==> src/include/fetchPredict_config.svh <==
// Assumes four 32-bit lanes per 16-byte block; index and tag must fit in the address bits above 3
`ifndef FETCH_PREDICT_CONFIG_SVH
`define FETCH_PREDICT_CONFIG_SVH

// ----------------------------------------
// Fetch geometry
// ----------------------------------------
`define FETCH_LANES   4              // Words per fetch block

// ----------------------------------------
// BTB sizing
// ----------------------------------------
`define BTB_ENTRIES   256            // Entries per bank, index from bits 11:4
`define BTB_TAG_BITS  8              // Stored tag, taken from bits 19:12

// Boot vector in kseg1
`define RESET_PC      32'hBFC00000

`endif
==> src/source/fetchPkg.sv <==
// Widths follow fetchPredict_config.svh; struct field order is fixed and matters to packing
`include "fetchPredict_config.svh"

package fetchPkg;

    typedef logic [31:0]                       vAddrT;     // Virtual address
    typedef logic [`FETCH_LANES-1:0]           laneMaskT;  // Bit i is word i of block
    typedef logic [$clog2(`BTB_ENTRIES)-1:0]   btbIndexT;  // Bank row
    typedef logic [`BTB_TAG_BITS-1:0]          btbTagT;    // Stored tag

    typedef enum logic {NORMAL, DELAYSLOT} fetchStateE;

    // Resolved branch from execute
    typedef struct packed {
        vAddrT branchPc;
        logic  taken;      // Low clears the entry
        vAddrT dest;
    } repairReqT;

    typedef struct packed {
        vAddrT    pc;
        laneMaskT mask;
        logic     delaySlotOnly;  // Group carries just the pending delay slot
    } fetchGroupT;

    typedef struct packed {
        laneMaskT                    take;
        vAddrT [`FETCH_LANES-1:0]    dest;  // Per-lane target or fall-through
    } lanePredT;

    typedef struct packed {
        logic     validTake;
        vAddrT    validDest;
        logic     needDelaySlot;  // Branch in last lane, slot is in next block
        laneMaskT usedMask;
    } nextFetchT;

endpackage

==> src/source/branchSelector.sv <==
// Purely combinational; predictions of a delay-slot-only group are ignored by design
`timescale 1ns/1ps
`include "fetchPredict_config.svh"

module branchSelector (
    input  fetchPkg::fetchGroupT fetchGroup_i,
    input  fetchPkg::lanePredT   lanePred_i,
    output fetchPkg::nextFetchT  nextFetch_o
);

    localparam int laneBits = $clog2(`FETCH_LANES);

    fetchPkg::laneMaskT  enabled;    // Lanes allowed to predict
    fetchPkg::laneMaskT  hits;
    fetchPkg::laneMaskT  keepMask;   // Lanes up to the delay slot
    logic [laneBits-1:0] hitLane;
    logic                anyHit;
    fetchPkg::vAddrT     nextBlock;

    // ----------------------------------------
    // First taken branch
    // ----------------------------------------
    assign enabled   = fetchGroup_i.delaySlotOnly ? '0 : fetchGroup_i.mask;
    assign hits      = enabled & lanePred_i.take;
    assign anyHit    = |hits;
    assign nextBlock = {fetchGroup_i.pc[31:4] + 28'd1, 4'b0000};

    // Scan high to low so lowest lane wins
    always_comb begin
        hitLane = '0;
        for (int i = `FETCH_LANES - 1; i >= 0; i--) begin
            if (hits[i]) begin
                hitLane = laneBits'(i);
            end
        end
    end

    // Keep branch lane plus its slot
    always_comb begin
        for (int i = 0; i < `FETCH_LANES; i++) begin
            keepMask[i] = (i <= int'(hitLane) + 1);
        end
    end

    // ----------------------------------------
    // Next-address decision
    // ----------------------------------------
    always_comb begin
        nextFetch_o.validTake = anyHit;
        if (anyHit) begin
            nextFetch_o.validDest     = lanePred_i.dest[hitLane];
            nextFetch_o.needDelaySlot = (hitLane == laneBits'(`FETCH_LANES - 1));
            nextFetch_o.usedMask      = fetchGroup_i.mask & keepMask;
        end else begin
            nextFetch_o.validDest     = nextBlock;             // Fall through
            nextFetch_o.needDelaySlot = 1'b0;
            nextFetch_o.usedMask      = fetchGroup_i.mask;
        end
    end

endmodule

==> config.mk <==
export PLATFORM = sky130hd
export DESIGN_NAME = branchSelector
export DESIGN_NICKNAME = d
export VERILOG_FILES = /design/src/source/fetchPkg.sv /design/src/source/branchSelector.sv
export VERILOG_INCLUDE_DIRS = /design/src /design/src/include
export SDC_FILE = /design/constraint.sdc
export NUM_CORES = 1
export LEC_CHECK = 0
export ABC_AREA = 0
export BUFFER_PORTS_ARGS = -buffer_cell sky130_fd_sc_hd__buf_2
export CORE_AREA = 3 3 80 82
export DETAILED_ROUTE_END_ITERATION = 8
export DIE_AREA = 0 0 83 85
export PLACE_DENSITY = 0.75
export SLEW_MARGIN = 20
export SYNTH_ARGS = -nofsm -noshare
export SYNTH_HDL_FRONTEND = slang
export SYNTH_SLANG_ARGS = --single-unit
==> constraint.sdc <==
create_clock -name vclk -period 2
set_clock_uncertainty 0.15 [all_clocks]
set_input_delay 0.1 -clock vclk [all_inputs]
set_output_delay 0.1 -clock vclk [all_outputs]
set_load 0.02 [all_outputs]
After elaboration in Yosys (flattened, before gate mapping)
Cells that the tools add are included.
- flip-flop bits (word level): 0
- output and inout bits: 38
- word-level logic and storage cells: 19
- add/sub/neg operators: 2
- order comparisons: 5
- eq/ne operators: 1
- mux-type cells: 8
- bitwise gates (word level): 2
- reduce and logical (&&, ||, !) cells: 1
- operator list (operator ; number):
    binary-select mux 32 bit (select 2 bit) ; 1
    two-way mux 37 bit ; 1
    <= comparator 1 x 32 -> 1 bit (first input constant) ; 1
    <= comparator 2 x 32 -> 1 bit (first input constant) ; 1
    <= comparator 3 x 32 -> 1 bit (first input constant) ; 1
    two-way mux 32 bit ; 1
    adder 28 x 1 -> 28 bit (second input constant) ; 1
    bitwise AND 4 bit ; 2
    two-way mux 2 bit ; 4
    two-way mux 4 bit ; 1
    OR reduction 4 bit ; 1
    adder 2 x 1 -> 3 bit (second input constant) ; 1
    <= comparator 2 x 3 -> 1 bit (first input constant) ; 1
    less-than comparator 2 x 3 -> 1 bit (second input constant) ; 1
    == test 2 bit (second input constant) ; 1

Depth between registers and ports, before layout
- word-level depth: 10
- gate-level depth with buffers: 7

Worst setup path before layout
OpenSTA, ideal clock, no wires.
- kind: input port to output port
- start: input fetchGroup_i[9] (netlist name)
- end: output nextFetch_o[31] (netlist name)
- data arrival time: 1.719 ns
- setup slack: 0.031 ns
- cell stages on the path: 6
- buffers on the path: 0
- cells stage by stage: ha_1 > nand3_2 > nor4_4 > nand4_1 > xnor2_1 > a221oi_1
- RTL lines (element ; line ; source):
    start, declared ; branchSelector.sv:6 ; input fetchPkg::fetchGroupT fetchGroup_i,
    end, declared ; branchSelector.sv:8 ; output fetchPkg::nextFetchT nextFetch_o

==> reports/qor.log <==
[drt] total wire length after detailed routing 9.010 mm
[place] DP Area 2997 µm²
[global_route] maximum number of pins on one net before global-route repair 26
[global_route] global-route total usage across every layer 23.74%
[synth] Warnings, synthesis 0
[die] placement row count 28
[run] Max-cap violations 0
[synth] mean instance size in the synthesized netlist 6.774 µm²
[global_route] first-pass GRT wire length 14.26 mm
[layout] Ant. Diodes 0
[power_and_ir_drop] total power draw 756.2 µW
[drt] ANT nets after route 0
[layout] utilization after layout 51.76%
[critical_path] peak fanout along the critical path 5
[sta] endpoints failing setup 0
[die] Std-Cell Core Area 5816 µm²
[run_status] status finished clean
[drt] via count 2,999
[layout] sequential cell count 0
[die] Starting Density 31.22%
[critical_path] timing startpoint of the critical path fetchGroup_i[9]
[layout] post-route cell area 3010 µm²
[die] DIE HEIGHT 85 µm
[clock_network] hold buffer count at cts 0
[critical_path] Max stage delay cell, worst path a221oi_1
[place] number of input and output port buffers inserted 203
[critical_path] Crit Path Class primary input to output port
[synth] Syn Std Cell Area 1815 µm²
[sta] minimum clock period 1.873 ns
[layout] flip-flop and latch area 0 µm²
[critical_path] type of element capturing the critical path output port
[place] GPL Wtd Cong 0.9128
[layout] Post-layout nets 641
[layout] clock buffer instance count of the final layout 0
[die] Die Footprint 7055 µm²
[die] I/O pin count 207
[global_route] number of global-route vias before repair 3,009
[critical_path] CP max stage delay 0.24 ns
[synth] Synth Instances 268
[drt] number of remaining DRC errors 0
[power_and_ir_drop] PD cells 251.2 nW/µm²
[die] die width 83 µm
[hold_path] origin of the worst min-delay path fetchGroup_i[2]
[global_route] total grt overflow 0
[global_route] antenna violations before repair 0
[drt] DR iter-0 viols 97
[drt] final routed wire length divided by cell count 16.56 µm
[power_and_ir_drop] Lkg Pwr 0.001636 µW
[sta] Tightest Pin Transition 0.5413 ns
[power_and_ir_drop] worst vdd ir 0.1405 mV
[sta] highest achievable clock rate 534.0 MHz
[sta] RSZ-0062 raised after global routing false
[drt] Avg Vias per Cell 5.513
[layout] fraction of layout cells with a size suffix above 1 51.39%
[synth] portion of the post-synthesis area used by sequential elements 0%
[sta] final count of pins violating max slew 0
[drt] detailed-router iteration count before antenna repair 4
[critical_path] CP arrival 1.62 ns
[synth] number of distinct library cells after synthesis 46
[layout] top library cells by usage in the layout, fill and taps aside buf_2 (203), nand2_1 (27), a211oi_1 (25), and3_1 (23)
[layout] Area growth, synth to finish 65.82%
[layout] most frequent standard cell in the layout excluding fill and tap cells buf_2
[sta] Setup TNS 0 ns
[place] half-perimeter wire length of the detailed placement result 7.545 mm
[synth] number of nets in the synthesized netlist 438
[critical_path] WP data required 1.75 ns
[place] minimum setup slack after placement 0.07565 ns
[critical_path] series of cell instances along the critical path buf_2, ha_2, nand3_2, buf_4, nor2_1, and3_2, xnor2_1, a221oi_1, buf_2
[sta] final worst-path cycle share 93.64%
[sta] remaining max-slew budget at the tightest pin 63.78%
[hold_path] class of the worst hold path primary input to output port
[sta] final-report hold violation count 0
[critical_path] cell seen most often among critical-path stages buf_2
[sta] final worst setup slack 0.1272 ns
[critical_path] startpoint kind of the worst setup timing path primary input
cell type report:
cell class / count / area [µm²]
multi-input combinational: 241 / 1708
fill: 635 / 2805
timing repair buffer: 225 / 1197
tap: 75 / 93.84
inverter: 3 / 11.26
cells in the mapped netlist (all sizes together) (2+ instances only):
cell | n | area share [%]
inv | 3 | 0.62
and2 | 4 | 1.4
mux2i | 20 | 11
a211oi | 25 | 10
o221ai | 5 | 2.4
xor2 | 14 | 6.8
a22oi | 7 | 2.9
o21ai | 5 | 1.4
and3 | 24 | 8.3
a21boi | 2 | 0.83
nor3 | 10 | 2.8
nand3 | 9 | 3.0
nand2 | 28 | 5.8
a221oi | 11 | 6.7
buf | 6 | 1.8
o22ai | 7 | 2.4
nor4 | 3 | 2.7
xnor2 | 10 | 4.8
nand4 | 10 | 5.1
clkbuf | 18 | 3.8
a21oi | 16 | 4.6
nor2b | 2 | 0.69
nor2 | 13 | 2.7
nand2b | 2 | 0.69
repair_timing:
item,4_1_cts,5_1_grt
gates resized for setup,0,2
setup endpoints to repair,0,5
setup buffers,0,1
hold endpoints to repair,0,0
worst max-delay path: cells and delay by family:
kind	cells	cell delay, ns
AO/OA/AOI/OAI	1	0.24
XOR/XNOR	1	0.06
adder cells (fa/ha/maj)	1	0.21
buffers and inverters	3	0.52
AND/OR/NAND/NOR	3	0.49
layer usage:
metal | wire [µm] | track usage, % | up-vias
li1 | - | - | 1445
met1 | 3579 | 29.76 | 1383
met2 | 4558 | 43.08 | 155
met3 | 687 | 3.107 | 16
met4 | 184 | 5.498 | 0
met5 | 0 | 0 | -
per-stage QoR:
stage | std cells | hold slack [ns]
2_1_floorplan | 268 | 0.1890
3_3_place_gp | 543 | 0.3264
3_5_place_dp | 543 | 0.3283
4_1_cts | 543 | 0.3295
5_1_grt | 544 | 0.3398
6_report | 544 | 0.3275
cells by family after synthesis:
logic type | after synthesis | share of synthesized area (%)
xor gates and xnor gates | 24 | 11.58
and+or+nand+nor | 109 | 34.80
buffers and inverters | 27 | 6.202
muxes | 20 | 11.03
AOI/OAI and AO/OA | 87 | 35.70
adders and majority gates | 1 | 0.6891
report_power, final:
part           switching (µW)  internal (µW)  leakage (µW)  total (µW)
Sequential                  0              0             0           0
Combinational             425            332       0.00164         756
Clock                       0              0             0           0
Total                     425            332       0.00164         756
final timing paths:
kind                               to  depth (start not counted)
worst max-delay path  nextFetch_o[19]                          9
worst min-delay path   nextFetch_o[1]                          2
(Power assumes the default switching activity.)
