--- src/include/fetchPredict_config.svh ---
// Assumes four 32-bit lanes per 16-byte block; index and tag must fit in the address bits above 3
`ifndef FETCH_PREDICT_CONFIG_SVH
`define FETCH_PREDICT_CONFIG_SVH

// ----------------------------------------
// Fetch geometry
// ----------------------------------------
`define FETCH_LANES   4              // Words per fetch block

// ----------------------------------------
// BTB sizing
// ----------------------------------------
`define BTB_ENTRIES   256            // Entries per bank, index from bits 11:4
`define BTB_TAG_BITS  8              // Stored tag, taken from bits 19:12

// Boot vector in kseg1
`define RESET_PC      32'hBFC00000

`endif
--- src/source/fetchPkg.sv ---
// Widths follow fetchPredict_config.svh; struct field order is fixed and matters to packing
`include "fetchPredict_config.svh"

package fetchPkg;

    typedef logic [31:0]                       vAddrT;     // Virtual address
    typedef logic [`FETCH_LANES-1:0]           laneMaskT;  // Bit i is word i of block
    typedef logic [$clog2(`BTB_ENTRIES)-1:0]   btbIndexT;  // Bank row
    typedef logic [`BTB_TAG_BITS-1:0]          btbTagT;    // Stored tag

    typedef enum logic {NORMAL, DELAYSLOT} fetchStateE;

    // Resolved branch from execute
    typedef struct packed {
        vAddrT branchPc;
        logic  taken;      // Low clears the entry
        vAddrT dest;
    } repairReqT;

    typedef struct packed {
        vAddrT    pc;
        laneMaskT mask;
        logic     delaySlotOnly;  // Group carries just the pending delay slot
    } fetchGroupT;

    typedef struct packed {
        laneMaskT                    take;
        vAddrT [`FETCH_LANES-1:0]    dest;  // Per-lane target or fall-through
    } lanePredT;

    typedef struct packed {
        logic     validTake;
        vAddrT    validDest;
        logic     needDelaySlot;  // Branch in last lane, slot is in next block
        laneMaskT usedMask;
    } nextFetchT;

endpackage

--- src/source/pcGenerator.sv ---
// Repair dest must be word aligned; stall has no effect while a repair strobe is high
`timescale 1ns/1ps
`include "fetchPredict_config.svh"

module pcGenerator (
    input  logic                 clk,
    input  logic                 rst,
    input  logic                 stall_i,
    input  logic                 repairValid_i,
    input  fetchPkg::repairReqT  repair_i,
    input  fetchPkg::nextFetchT  nextFetch_i,
    output fetchPkg::fetchGroupT fetchGroup_o,
    output logic                 fetchValid_o
);

    fetchPkg::vAddrT      pcQ;         // Current fetch address
    fetchPkg::vAddrT      savedDestQ;  // Target parked during delay-slot fetch
    fetchPkg::fetchStateE stateQ;
    logic                 validQ;
    fetchPkg::vAddrT      nextBlock;
    fetchPkg::vAddrT      repairDest;
    logic                 advance;
    logic                 parkTarget;

    // ----------------------------------------
    // Next-address candidates
    // ----------------------------------------
    assign nextBlock  = {pcQ[31:4] + 28'd1, 4'b0000};   // Sequential block
    assign repairDest = repair_i.taken ? repair_i.dest
                                       : repair_i.branchPc + 32'd8;  // Skip the delay slot
    assign advance    = validQ && !stall_i;
    // Branch in last lane and no repair competing
    assign parkTarget = !repairValid_i && advance && (stateQ == fetchPkg::NORMAL)
                        && nextFetch_i.needDelaySlot;

    always_ff @(posedge clk) begin
        if (!rst) begin
            pcQ    <= `RESET_PC;
            stateQ <= fetchPkg::NORMAL;
            validQ <= 1'b0;
        end else begin
            validQ <= 1'b1;                  // First group shows after reset
            if (repairValid_i) begin         // Repair beats stall and state
                pcQ    <= repairDest;
                stateQ <= fetchPkg::NORMAL;
            end else if (advance) begin
                if (stateQ == fetchPkg::DELAYSLOT) begin
                    pcQ    <= savedDestQ;    // Resume at target after the slot
                    stateQ <= fetchPkg::NORMAL;
                end else if (nextFetch_i.needDelaySlot) begin
                    pcQ    <= nextBlock;     // Slot-only block
                    stateQ <= fetchPkg::DELAYSLOT;
                end else begin
                    pcQ    <= nextFetch_i.validDest;
                end
            end
        end
    end

    always_ff @(posedge clk) begin
        if (parkTarget) begin
            savedDestQ <= nextFetch_i.validDest;
        end
    end

    // ----------------------------------------
    // Group outputs
    // ----------------------------------------
    assign fetchGroup_o.pc            = pcQ;
    assign fetchGroup_o.delaySlotOnly = (stateQ == fetchPkg::DELAYSLOT);
    assign fetchGroup_o.mask          = (stateQ == fetchPkg::DELAYSLOT)
                                        ? fetchPkg::laneMaskT'(1)          // Lane 0 only
                                        : {`FETCH_LANES{1'b1}} << pcQ[3:2]; // Lanes from entry word up
    assign fetchValid_o               = validQ;

    // Redirects from selector and repair must keep fetch word aligned
    pcAligned: assert property (@(posedge clk) disable iff (!rst)
        fetchValid_o |-> fetchGroup_o.pc[1:0] == 2'b00);

endmodule

--- config.mk ---
export PLATFORM = sky130hd
export DESIGN_NAME = pcGenerator
export DESIGN_NICKNAME = d
export VERILOG_FILES = /design/src/source/fetchPkg.sv /design/src/source/pcGenerator.sv
export VERILOG_INCLUDE_DIRS = /design/src /design/src/include
export SDC_FILE = /design/constraint.sdc
export NUM_CORES = 1
export LEC_CHECK = 0
export BUFFER_PORTS_ARGS = -buffer_cell sky130_fd_sc_hd__buf_2
export CORE_UTILIZATION = 39
export DETAILED_ROUTE_END_ITERATION = 7
export MAX_ROUTING_LAYER = met4
export PLACE_DENSITY = 0.71
export RECOVER_POWER = 25
export SLEW_MARGIN = 20
export SYNTH_ARGS = -nofsm -noshare
export SYNTH_HDL_FRONTEND = slang
export SYNTH_SLANG_ARGS = --single-unit
--- constraint.sdc ---
create_clock -name clk -period 3.3 [get_ports clk]
set_input_delay 0.165 -clock clk [delete_from_list [all_inputs] [get_ports clk]]
set_output_delay 0.165 -clock clk [all_outputs]
set_load 0.02 [all_outputs]
# Yosys cells after proc, flatten, opt, wreduce, memory -nomap -nowiden
# Index checks and enable logic that the tools add are counted.
# totals
mem_count	0
wordCells	26
ramBits	0
output_inout_bits	38
romBits	0
latchBits	0
reg_bits	66
# classes
n_eq_ne	0
n_div	0
n_shift	1
n_mux	9
bitwise	2
n_lt_le_gt_ge	0
add_sub_neg	2
reduce_logical	8
multipliers	0
# ops
cell	n
$mux 32	5
$add 32x4->32 const B	1
$add 28x1->28 const B	1
$logic_and 1x1->1	4
$mux 4	1
$shl 4x2->4 const A	1
$mux 1	3
$logic_not 1->1	2
$not 1->1	2
$reduce_bool 2->1	1
$reduce_or 2->1	1

# Logic depth before layout (Yosys ltp)
# Gate-level depths: netlist of run 1.
# logic_depth
depth_word	5
mapped_depth	8
ltp_nobuf	7

# Worst setup path before layout of run 1
# OpenSTA, ideal clock, no wires.
# synth_path
path_kind	input port to flip-flop
start	in nextFetch_i[4] (netlist name)
end	reg savedDestQ[0] (enable)
path_stages	4
required_time_ns	2.876
setup_slack_ns	0.516
arrival_ns	2.360
cell_sequence	clkbuf_1 -> clkbuf_1 -> nand2_1 -> nor2_1
# synth_via
elab_chain_len	1
# synth_rtl
item	line	rtl
start, declared	pcGenerator.sv:11	input fetchPkg::nextFetchT nextFetch_i,
$logic_and 1x1->1	pcGenerator.sv:34	&& nextFetch_i.needDelaySlot;
net parkTarget	pcGenerator.sv:23	logic parkTarget;
end signal, assigned	pcGenerator.sv:62	savedDestQ <= nextFetch_i.validDest;
end, declared	pcGenerator.sv:17	fetchPkg::vAddrT savedDestQ;
# The timed path passes the listed nets, and every way through them passes these cells.
# A chain may end at the register's enable or synchronous reset.

# Final worst setup path of run 1
# layout_path
start	reg pcQ[11]
end	reg pcQ[28]
# layout_via
elab_chain_len	5
# layout_rtl
item	line	rtl
start, declared	pcGenerator.sv:16	fetchPkg::vAddrT pcQ;
start signal, assigned	pcGenerator.sv:38	pcQ <= `RESET_PC;
start signal, assigned	pcGenerator.sv:44	pcQ <= repairDest;
start signal, assigned	pcGenerator.sv:48	pcQ <= savedDestQ;
$add 28x1->28	pcGenerator.sv:28	assign nextBlock = {pcQ[31:4] + 28'd1, 4'b0000};
$mux 32	pcGenerator.sv:50	end else if (nextFetch_i.needDelaySlot) begin
$mux 32	pcGenerator.sv:47	if (stateQ == fetchPkg::DELAYSLOT) begin
$mux 32	pcGenerator.sv:46	end else if (advance) begin
$mux 32	pcGenerator.sv:43	if (repairValid_i) begin
# No other way between the ends. The select of a mux whose other input is x is not followed.

==> impl_metrics.yaml, run 1 <==
route:
  vias: 4597
  routedWlPerCell_um: 19.1
  drc_errors: 0
  drtPass1Iterations: 6
  final_antenna_net_count: 0
  initialDrtViolationCount: 404
  via_per_inst: 5.90
  wirelength_um: 14900
synth:
  synth_ff_type: "dfxtp_1"
  postSynthCellCount: 510
  synth_most_common_cell: "nand2_1"
  syn_area_um2: 4490
  yosysWarnings: 0
  avgSynthCellArea_um2: 8.80
  yosysTopAreaCell: "edfxtp_1"
  synth_edf_count: 32
  synth_cell_types: 73
  synth_nets: 619
  synth_top_area_share_pct: 21.4
  async_flop_share_pct: 0
  synthTopCellsByArea: "edfxtp_1 21%, dfxtp_1 15%, xnor2_1 4.9%"
  synthTopCellsByCount: "47 x nand2_1, 46 x nor2_1, 34 x a21oi_1, 34 x dfxtp_1, 32 x edfxtp_1"
  seq_area_frac_synth_pct: 36.6
  ys_ff_latch: 66
global_routing:
  grt_max_degree: 48
  grtUsageTotal_pct: 26.0
  grt_pass1_vias: 4066
  grt_pass1_wl_um: 22500
  antenna_found_initial: 0
  overflow: 0
sta:
  maxSlewViolCount: 0
  period_minus_slack_ps: 2400
  fmax_mhz: 416
  slew_headroom_pct: 41.3
  rsz0062_at_grt: "no"
  finalSetupViolations: 0
  min_period_over_period_pct: 72.8
  hold_slack_ps: 11.2
  worstMarginPinSlew_ps: 881
  setup_tns_ps: 0
  hold_viol: 0
  fin_skew_ps: 6.70
worst_setup_path:
  timing_worst_setup_path_type: "reg -> reg"
  startpoint: "pcQ[11]$_SDFFE_PN0P_"
  required_ps: 3510
  r2r-start: "pcQ[11]$_SDFFE_PN0P_"
  cp-end-kind: "flop"
  reg2reg_slack_ps: 900
  cp.depth: 6
  path_max_fanout: 11
  arrival_ps: 2610
  r2r-end: "pcQ[28]$_SDFFE_PN1P_"
  cpMaxStageDelayCell: "or3_4"
  path_delay_family: "simple AND/OR/NAND/NOR gates"
  max_stage_delay_ps: 500
  cp-start-kind: "flop"
  reg2regPathDepth: 6
  cp_cell_sequence: "nand4_2 > or3_4 > nor4_1 > xor2_1 > a222oi_1 > o211ai_1"
  critPathBufInv: 0
  critPathCapture: "pcQ[28]$_SDFFE_PN1P_"
layout:
  nNetsFinal: 744
  drive_gt1_share_pct: 24.3
  n_antenna_cell: 0
  fillers: 1095
  syn_to_final_growth_pct: 21.5
clock_network:
  cts_root_buf: "clkbuf_16"
  clk_latency_ps: 340
  htree_levels: 3
  cts-resized-gates: 0
  cts-buffers-inserted: 9
  cts_tree: "built"
  clock_sinks: 66
  max-clock-path-buffers: 2
  post_cts_buffers: 0
  clkTransAtPathRegs_ps: 60
  hold_buffers: 0
power:
  peakVddDrop_mv: 0.256
  power_density_nw_per_um2: 444
  p_leak_uw: 0.00205
placement:
  io_buffers: 139
  place_congestion: 0.887
  place_hpwl_um: 11000
die:
  io_pins: 145
  die_x_um: 109
  start_util_pct: 40.7
  core_area_um2: 11000
  rows: 38
  die_height_um: 109
  die-area_um2: 11900
flow_run:
  cap_violations: 0
worst_hold_path:
  min_delay_path_depth: 1
  hold_class: "in -> reg"
outcome:
  outcome: "completed"
[cells in the final DEF, fill, tap and decap left out, types with 9 or more instances in the layout]
cell type / instances
o21ai_0: 21
mux2i_1: 14
clkbuf_1: 27
o211ai_1: 10
nor2_1: 45
o22ai_1: 9
xor2_1: 12
nor3_1: 18
buf_2: 112
a21oi_1: 34
and3_1: 11
edfxtp_1: 32
buf_4: 12
xnor2_1: 25
clkbuf_16: 9
nand3_1: 26
a211oi_1: 22
dfxtp_1: 34
inv_1: 11
nand2_1: 47
[cell type report]
cell class                      count  area, µm²  share of cell area, %
Clock inverter                      5       80.1                   1.47
Timing Repair Buffer              151        752                   13.8
Clock buffer                       10        229                   4.20
Inverter                           11       41.3                  0.758
Multi-Input combinational cell    396       2530                   46.4
Sequential cell                    66       1640                   30.1
Tap cell                          140        175                   3.21
[registers in the layout (all words and copies together) (netlist names)]
name          count
pcQ              32
stateQ            1
fetchValid_o      1
savedDestQ       32
[how the worst min path moves through the flow]
stage	end	slack, ps	startpoint
final	savedDestQ[7]$_DFFE_PP_	10	nextFetch_i[12]
after global routing	savedDestQ[2]$_DFFE_PP_	10	nextFetch_i[7]
after CTS	savedDestQ[3]$_DFFE_PP_	10	nextFetch_i[8]
after detailed placement	savedDestQ[0]$_DFFE_PP_	360	nextFetch_i[5]
after global placement	savedDestQ[25]$_DFFE_PP_	360	nextFetch_i[30]
after floorplan	fetchValid_o$_DFF_P_	190	rst
[kinds of logic (layout without fill, tap and decap cells)]
family / after synthesis / count (layout) / synth area share (%)
flops: 66 / 66 / 36.6
simple gates: 193 / 193 / 22.3
mux: 14 / 14 / 3.12
compound gates: 150 / 150 / 23.1
fa+ha+maj: 2 / 2 / 0.558
buf+inv: 48 / 177 / 7.06
xor+xnor: 37 / 37 / 7.22
[power breakdown]
group / internal (µW) / switching (µW)
clock: 655 / 363
combinational: 172 / 273
sequential: 901 / 54.5
total: 1730 / 690
[metal layers]
| layer | track usage, % | vias to the layer above | wire [µm] |
|---|---|---|---|
| met4 | 9.14 | 0 | 213 |
| met2 | 35.9 | 235 | 6520 |
| met5 | - | - | 0 |
| met1 | 37.9 | 2149 | 6980 |
| li1 | - | 2192 | - |
| met3 | 4.24 | 21 | 1160 |
[stage by stage]
stage | cells | util (%) | instance area [µm²] | power [µW] | worst slack, ps
6_report | 779 | 49.4 | 5450 | 2420 | 896
5_1_grt | 779 | 49.4 | 5450 | 2490 | 823
4_1_cts | 779 | 49.7 | 5480 | 2420 | 963
3_5_place_dp | 764 | 46.9 | 5170 | 1420 | 982
3_3_place_gp | 764 | 46.9 | 5170 | 1410 | 1020
2_1_floorplan | 510 | - | 4490 | 1240 | 516
[worst register-to-register path, delay by kind of cell (launching register included)]
kind / cells / cell delay, ps
simple gates: 3 / 1100
compound gates: 2 / 600
flops: 1 / 460
xor+xnor: 1 / 110
Power figures use the tool's default switching activity.
==> run 2: changes to the inputs <==
--- a/config.mk
+++ b/config.mk
@@ -10,7 +10,7 @@
 export CORE_UTILIZATION = 39
 export DETAILED_ROUTE_END_ITERATION = 7
 export MAX_ROUTING_LAYER = met4
-export PLACE_DENSITY = 0.71
+export PLACE_DENSITY = 0.73
 export RECOVER_POWER = 25
 export SLEW_MARGIN = 20
 export SYNTH_ARGS = -nofsm -noshare
==> constraint.sdc (replaced) <==
create_clock -name clk -period 1.96 [get_ports clk]
set_input_delay 0.098 -clock clk [delete_from_list [all_inputs] [get_ports clk]]
set_output_delay 0.098 -clock clk [all_outputs]
set_load 0.02 [all_outputs]
==> impl_metrics.yaml, run 2 (synthesized netlist as in run 1, its figures left out) <==
outcome:
  outcome: "finished with violations"
  violations: "negative setup slack"
global_routing:
  overflow: 0
  grt_pass1_wl_um: 24800
  grt_pass1_vias: 4562
  grtUsageTotal_pct: 28.4
  antenna_found_initial: 0
  grt_max_degree: 41
die:
  start_util_pct: 40.7
  die_x_um: 109
  die_height_um: 109
  core_area_um2: 11000
  io_pins: 145
  rows: 38
  die-area_um2: 11900
route:
  wirelength_um: 16100
  routedWlPerCell_um: 19.0
  drc_errors: 0
  via_per_inst: 5.88
  drtPass1Iterations: 7
  initialDrtViolationCount: 472
  final_antenna_net_count: 0
  vias: 5002
flow_run:
  cap_violations: 0
placement:
  place_hpwl_um: 11900
  io_buffers: 139
  dpl_cell_area_um2: 5540
  place_congestion: 0.919
worst_setup_path:
  cp-start-kind: "flop"
  timing_worst_setup_path_type: "reg -> reg"
  required_ps: 2230
  arrival_ps: 2240
  path_max_fanout: 8
  cp-end-kind: "flop"
layout:
  fin_area_um2: 6200
  multi_input_area_um2: 2620
  seqCellArea_um2: 1690
  reg_top3: "pcQ (32), savedDestQ (32)"
  fillers: 1004
  n_antenna_cell: 0
  final_cell_mix: "113 x buf_2, 49 x buf_4, 46 x nand2_1"
  syn_to_final_growth_pct: 38.2
  drive_gt1_share_pct: 31.2
  nNetsFinal: 815
  layout_commonest_cell: "buf_2"
clock_network:
  cts_tree: "built"
  cts-buffers-inserted: 9
  post_cts_buffers: 0
  max-clock-path-buffers: 2
  cts_root_buf: "clkbuf_16"
  clkTransAtPathRegs_ps: 60
  clock_sinks: 66
  htree_levels: 3
  clk_latency_ps: 340
sta:
  setup_tns_ps: -5.92
  rsz0062_at_grt: "yes"
  period_minus_slack_ps: 1970
  hold_viol: 0
  fmax_mhz: 509
  fin_ws_ps: -5.92
  worstMarginPinSlew_ps: 760
  fin_skew_ps: 6.26
  finalSetupViolations: 1
  slew_headroom_pct: 49.1
  min_period_over_period_pct: 100
  maxSlewViolCount: 0
power:
  peakVddDrop_mv: 0.474
  power_density_nw_per_um2: 657
  p_leak_uw: 0.00245
  power_uw: 4070
worst_hold_path:
  hold_class: "in -> reg"
## run 2: cell count changes in the layout (fill, tap and decap cells not counted), moves of 3 or more
| cell | previous run | this run |
|---|---|---|
| buf_4 | 12 | 49 |
| dlygate4sd3_1 | 0 | 32 |
| dfxtp_1 | 34 | 17 |
| dfxtp_4 | 0 | 9 |
| dfxtp_2 | 0 | 8 |
| nor4_1 | 5 | 2 |
| nor4_4 | 1 | 4 |
## run 2: metrics by stage
stage          instances  util (%)  setup WS (ps)  hold WS (ps)
6_report             851      56.2          -5.92          11.4
4_1_cts              851      55.8           9.33          8.71
3_5_place_dp         803      50.2          -23.4           293
3_3_place_gp         803      50.2           13.3           291
5_1_grt              851      56.2          -84.2          18.7
2_1_floorplan        510         -          -23.8           126
## run 2: critical path, stage by stage, from the launching register on
cell      delay, ps
dfxtp_2         360
inv_2            70
or3_4           460
or4_1           490
a31o_1          240
o211ai_1        100
o211a_1         180
## run 2: area by class of cell
| type | count | share of cell area, % |
|---|---|---|
| inverters | 11 | 0.666 |
| flip-flops and latches | 66 | 27.2 |
| clock inverters | 4 | 0.727 |
| well taps | 140 | 2.83 |
| clock buffers | 12 | 3.82 |
| repair buffers | 222 | 22.5 |
| multi-input cells | 396 | 42.3 |
## run 2: layer usage
layer / global-route usage (%) / wire length [µm] / vias to the layer above
met3: 4.72 / 1330 / 23
met4: 8.86 / 249 / 0
met5: - / 0 / -
met2: 39.9 / 7160 / 263
met1: 41.3 / 7410 / 2373
li1: - / - / 2343
## run 2: power breakdown
part           internal, µW  total, µW  leakage (µW)  switching [µW]
combinational           383        917       0.00173             534
sequential             1520       1590      0.000581            70.4
clock                   978       1560      0.000140             585
## run 2: what timing repair did
action	4_1_cts	5_1_grt
pin swaps	1	10
setup endpoints to repair	3	10
hold buffers	32	0
hold endpoints to repair	32	0
resized for setup	4	18
## run 2: final timing paths
path | from | depth (start not counted) | slack [ps] | endpoint
worst max register to register | pcQ[15]$_SDFFE_PN0P_ | 6 | -6 | pcQ[19]$_SDFFE_PN0P_
worst min-delay path | repair_i[22] | 3 | 10 | pcQ[22]$_SDFFE_PN1P_
worst max-delay path | pcQ[15]$_SDFFE_PN0P_ | 6 | -6 | pcQ[19]$_SDFFE_PN0P_
worst min register to register | pcQ[8]$_SDFFE_PN0P_ | 2 | 550 | pcQ[8]$_SDFFE_PN0P_
==> run 3: changes to the inputs <==
--- a/config.mk
+++ b/config.mk
@@ -7,11 +7,12 @@
 export NUM_CORES = 1
 export LEC_CHECK = 0
 export BUFFER_PORTS_ARGS = -buffer_cell sky130_fd_sc_hd__buf_2
+export CORE_MARGIN = 1.5
 export CORE_UTILIZATION = 39
 export DETAILED_ROUTE_END_ITERATION = 7
+export HOLD_SLACK_MARGIN = 0.12
 export MAX_ROUTING_LAYER = met4
 export PLACE_DENSITY = 0.73
-export RECOVER_POWER = 25
 export SLEW_MARGIN = 20
 export SYNTH_ARGS = -nofsm -noshare
 export SYNTH_HDL_FRONTEND = slang
==> impl_metrics.yaml, run 3 (synthesized netlist as in run 1, its figures left out) <==
worst_setup_path:
  startpoint: "pcQ[15]$_SDFFE_PN0P_"
  cpMaxStageDelayCell: "or4_4"
  r2r-start: "pcQ[15]$_SDFFE_PN0P_"
  critPathCapture: "pcQ[19]$_SDFFE_PN0P_"
  path_max_fanout: 7
  arrival_ps: 2250
  max_stage_delay_ps: 500
  reg2regPathDepth: 6
  r2r-end: "pcQ[19]$_SDFFE_PN0P_"
  reg2reg_slack_ps: -6
  cp-start-kind: "flop"
  cp-end-kind: "flop"
  cp_cell_sequence: "inv_1 > or3_4 > or4_4 > a31o_1 > o211ai_1 > o211a_1"
  timing_worst_setup_path_type: "reg -> reg"
  required_ps: 2240
power:
  power_density_nw_per_um2: 654
  peakVddDrop_mv: 0.402
  power_uw: 4200
  p_leak_uw: 0.00258
placement:
  dpl_cell_area_um2: 5610
  pre_cts_ws_ps: -47.1
  place_congestion: 0.958
  place_hpwl_um: 12400
  io_buffers: 139
global_routing:
  overflow: 0
  grt_pass1_wl_um: 25400
  grt_max_degree: 32
  grtUsageTotal_pct: 28.7
  grt_pass1_vias: 4675
  antenna_found_initial: 0
die:
  start_util_pct: 40.7
  rows: 38
  die-area_um2: 12200
  die_height_um: 110
  io_pins: 145
  die_x_um: 110
  core_area_um2: 11000
layout:
  n_antenna_cell: 0
  nNetsFinal: 839
  fin_area_um2: 6420
  drive_gt1_share_pct: 34.6
  final_cell_mix: "139 x buf_2, 59 x buf_4, 46 x nand2_1, 46 x dlygate4sd3_1, 45 x nor2_1"
  fillers: 990
  layout_commonest_cell: "buf_2"
  reg_top3: "pcQ (32), savedDestQ (32)"
  syn_to_final_growth_pct: 43.2
sta:
  slew_headroom_pct: 47.2
  maxSlewViolCount: 0
  worstMarginPinSlew_ps: 789
  hold_viol: 0
  fin_ws_ps: -5.67
  hold_slack_ps: 124
  period_minus_slack_ps: 1970
  fin_skew_ps: 5.36
  rsz0062_at_grt: "yes"
  fmax_mhz: 509
  min_period_over_period_pct: 100
  finalSetupViolations: 1
route:
  initialDrtViolationCount: 464
  routedWlPerCell_um: 19.3
  wirelength_um: 16900
  final_antenna_net_count: 0
  drc_errors: 0
  vias: 5071
  drtPass1Iterations: 7
  via_per_inst: 5.80
clock_network:
  clk_latency_ps: 340
  htree_levels: 3
  cts_tree: "built"
  clock_sinks: 66
  cts-buffers-inserted: 9
  clkTransAtPathRegs_ps: 60
  cts_root_buf: "clkbuf_16"
  max-clock-path-buffers: 2
flow_run:
  cap_violations: 0
outcome:
  violations: "negative setup slack"
  outcome: "finished with violations"
worst_hold_path:
  hold_class: "in -> reg"
==> run 3: changes by cell type in the layout (fill, tap and decap cells not counted), sizes merged <==
cell / change
buf: +36
clkbuf: -25
dlygate4sd3: +14
clkinv: -1
==> run 3: layout make-up <==
type | instances | area [µm²] | share of cell area [%]
well taps | 140 | 175 | 2.73
clock inverters | 3 | 38.8 | 0.604
flip-flops and latches | 66 | 1670 | 26.0
clock buffers | 13 | 260 | 4.05
inverters | 11 | 41.3 | 0.643
repair buffers | 246 | 1640 | 25.5
multi-input cells | 396 | 2600 | 40.4
==> run 3: timing repair <==
item | 4_1_cts | 5_1_grt
endpoints found under the setup margin | 4 | 11
gates resized for setup | 6 | 8
endpoints found under the hold margin | 48 | 0
buffers inserted | 1 | 0
pin swaps | 1 | 2
hold buffers | 46 | 0
==> run 3: worst min-delay path by stage <==
stage	to	slack, ps	cells past startpoint	from
2_1_floorplan	fetchValid_o$_DFF_P_	130	0	rst
3_3_place_gp	savedDestQ[25]$_DFFE_PP_	290	1	nextFetch_i[30]
3_5_place_dp	savedDestQ[5]$_DFFE_PP_	290	1	nextFetch_i[10]
4_1_cts	pcQ[25]$_SDFFE_PN1P_	130	3	repair_i[25]
5_1_grt	pcQ[1]$_SDFFE_PN0P_	140	3	repair_i[34]
6_report	pcQ[1]$_SDFFE_PN0P_	120	3	repair_i[34]
==> run 3: report_power, final <==
part           switching [µW]  internal, µW  total, µW  leakage, µW
combinational             546           422        968      0.00185
clock                     602          1050       1650     0.000147
sequential               64.9          1520       1580     0.000579
==> run 3: metrics by stage <==
step	util, %	TNS (ps)	instances
2_1_floorplan	-	-39.1	510
3_3_place_gp	50.8	-21.7	812
3_5_place_dp	50.8	-83.1	812
4_1_cts	58.0	0	875
5_1_grt	58.2	-206	875
6_report	58.2	-5.67	875
==> run 3: worst max-delay path, delay by kind of cell (launching register included) <==
kind                   cells  cell delay, ps
AO/OA/AOI/OAI              3             530
buffers and inverters      1              80
flip-flops                 1             340
AND/OR/NAND/NOR            2             960
==> run 3: metal layers <==
metal	track usage [%]	wire length, µm	vias to the layer above	part of all wire [%]
met5	-	0	-	0
met4	10.6	382	0	2.3
met3	4.41	1460	32	8.6
met2	41.8	7370	293	44
met1	40.3	7670	2366	45
li1	-	-	2380	-
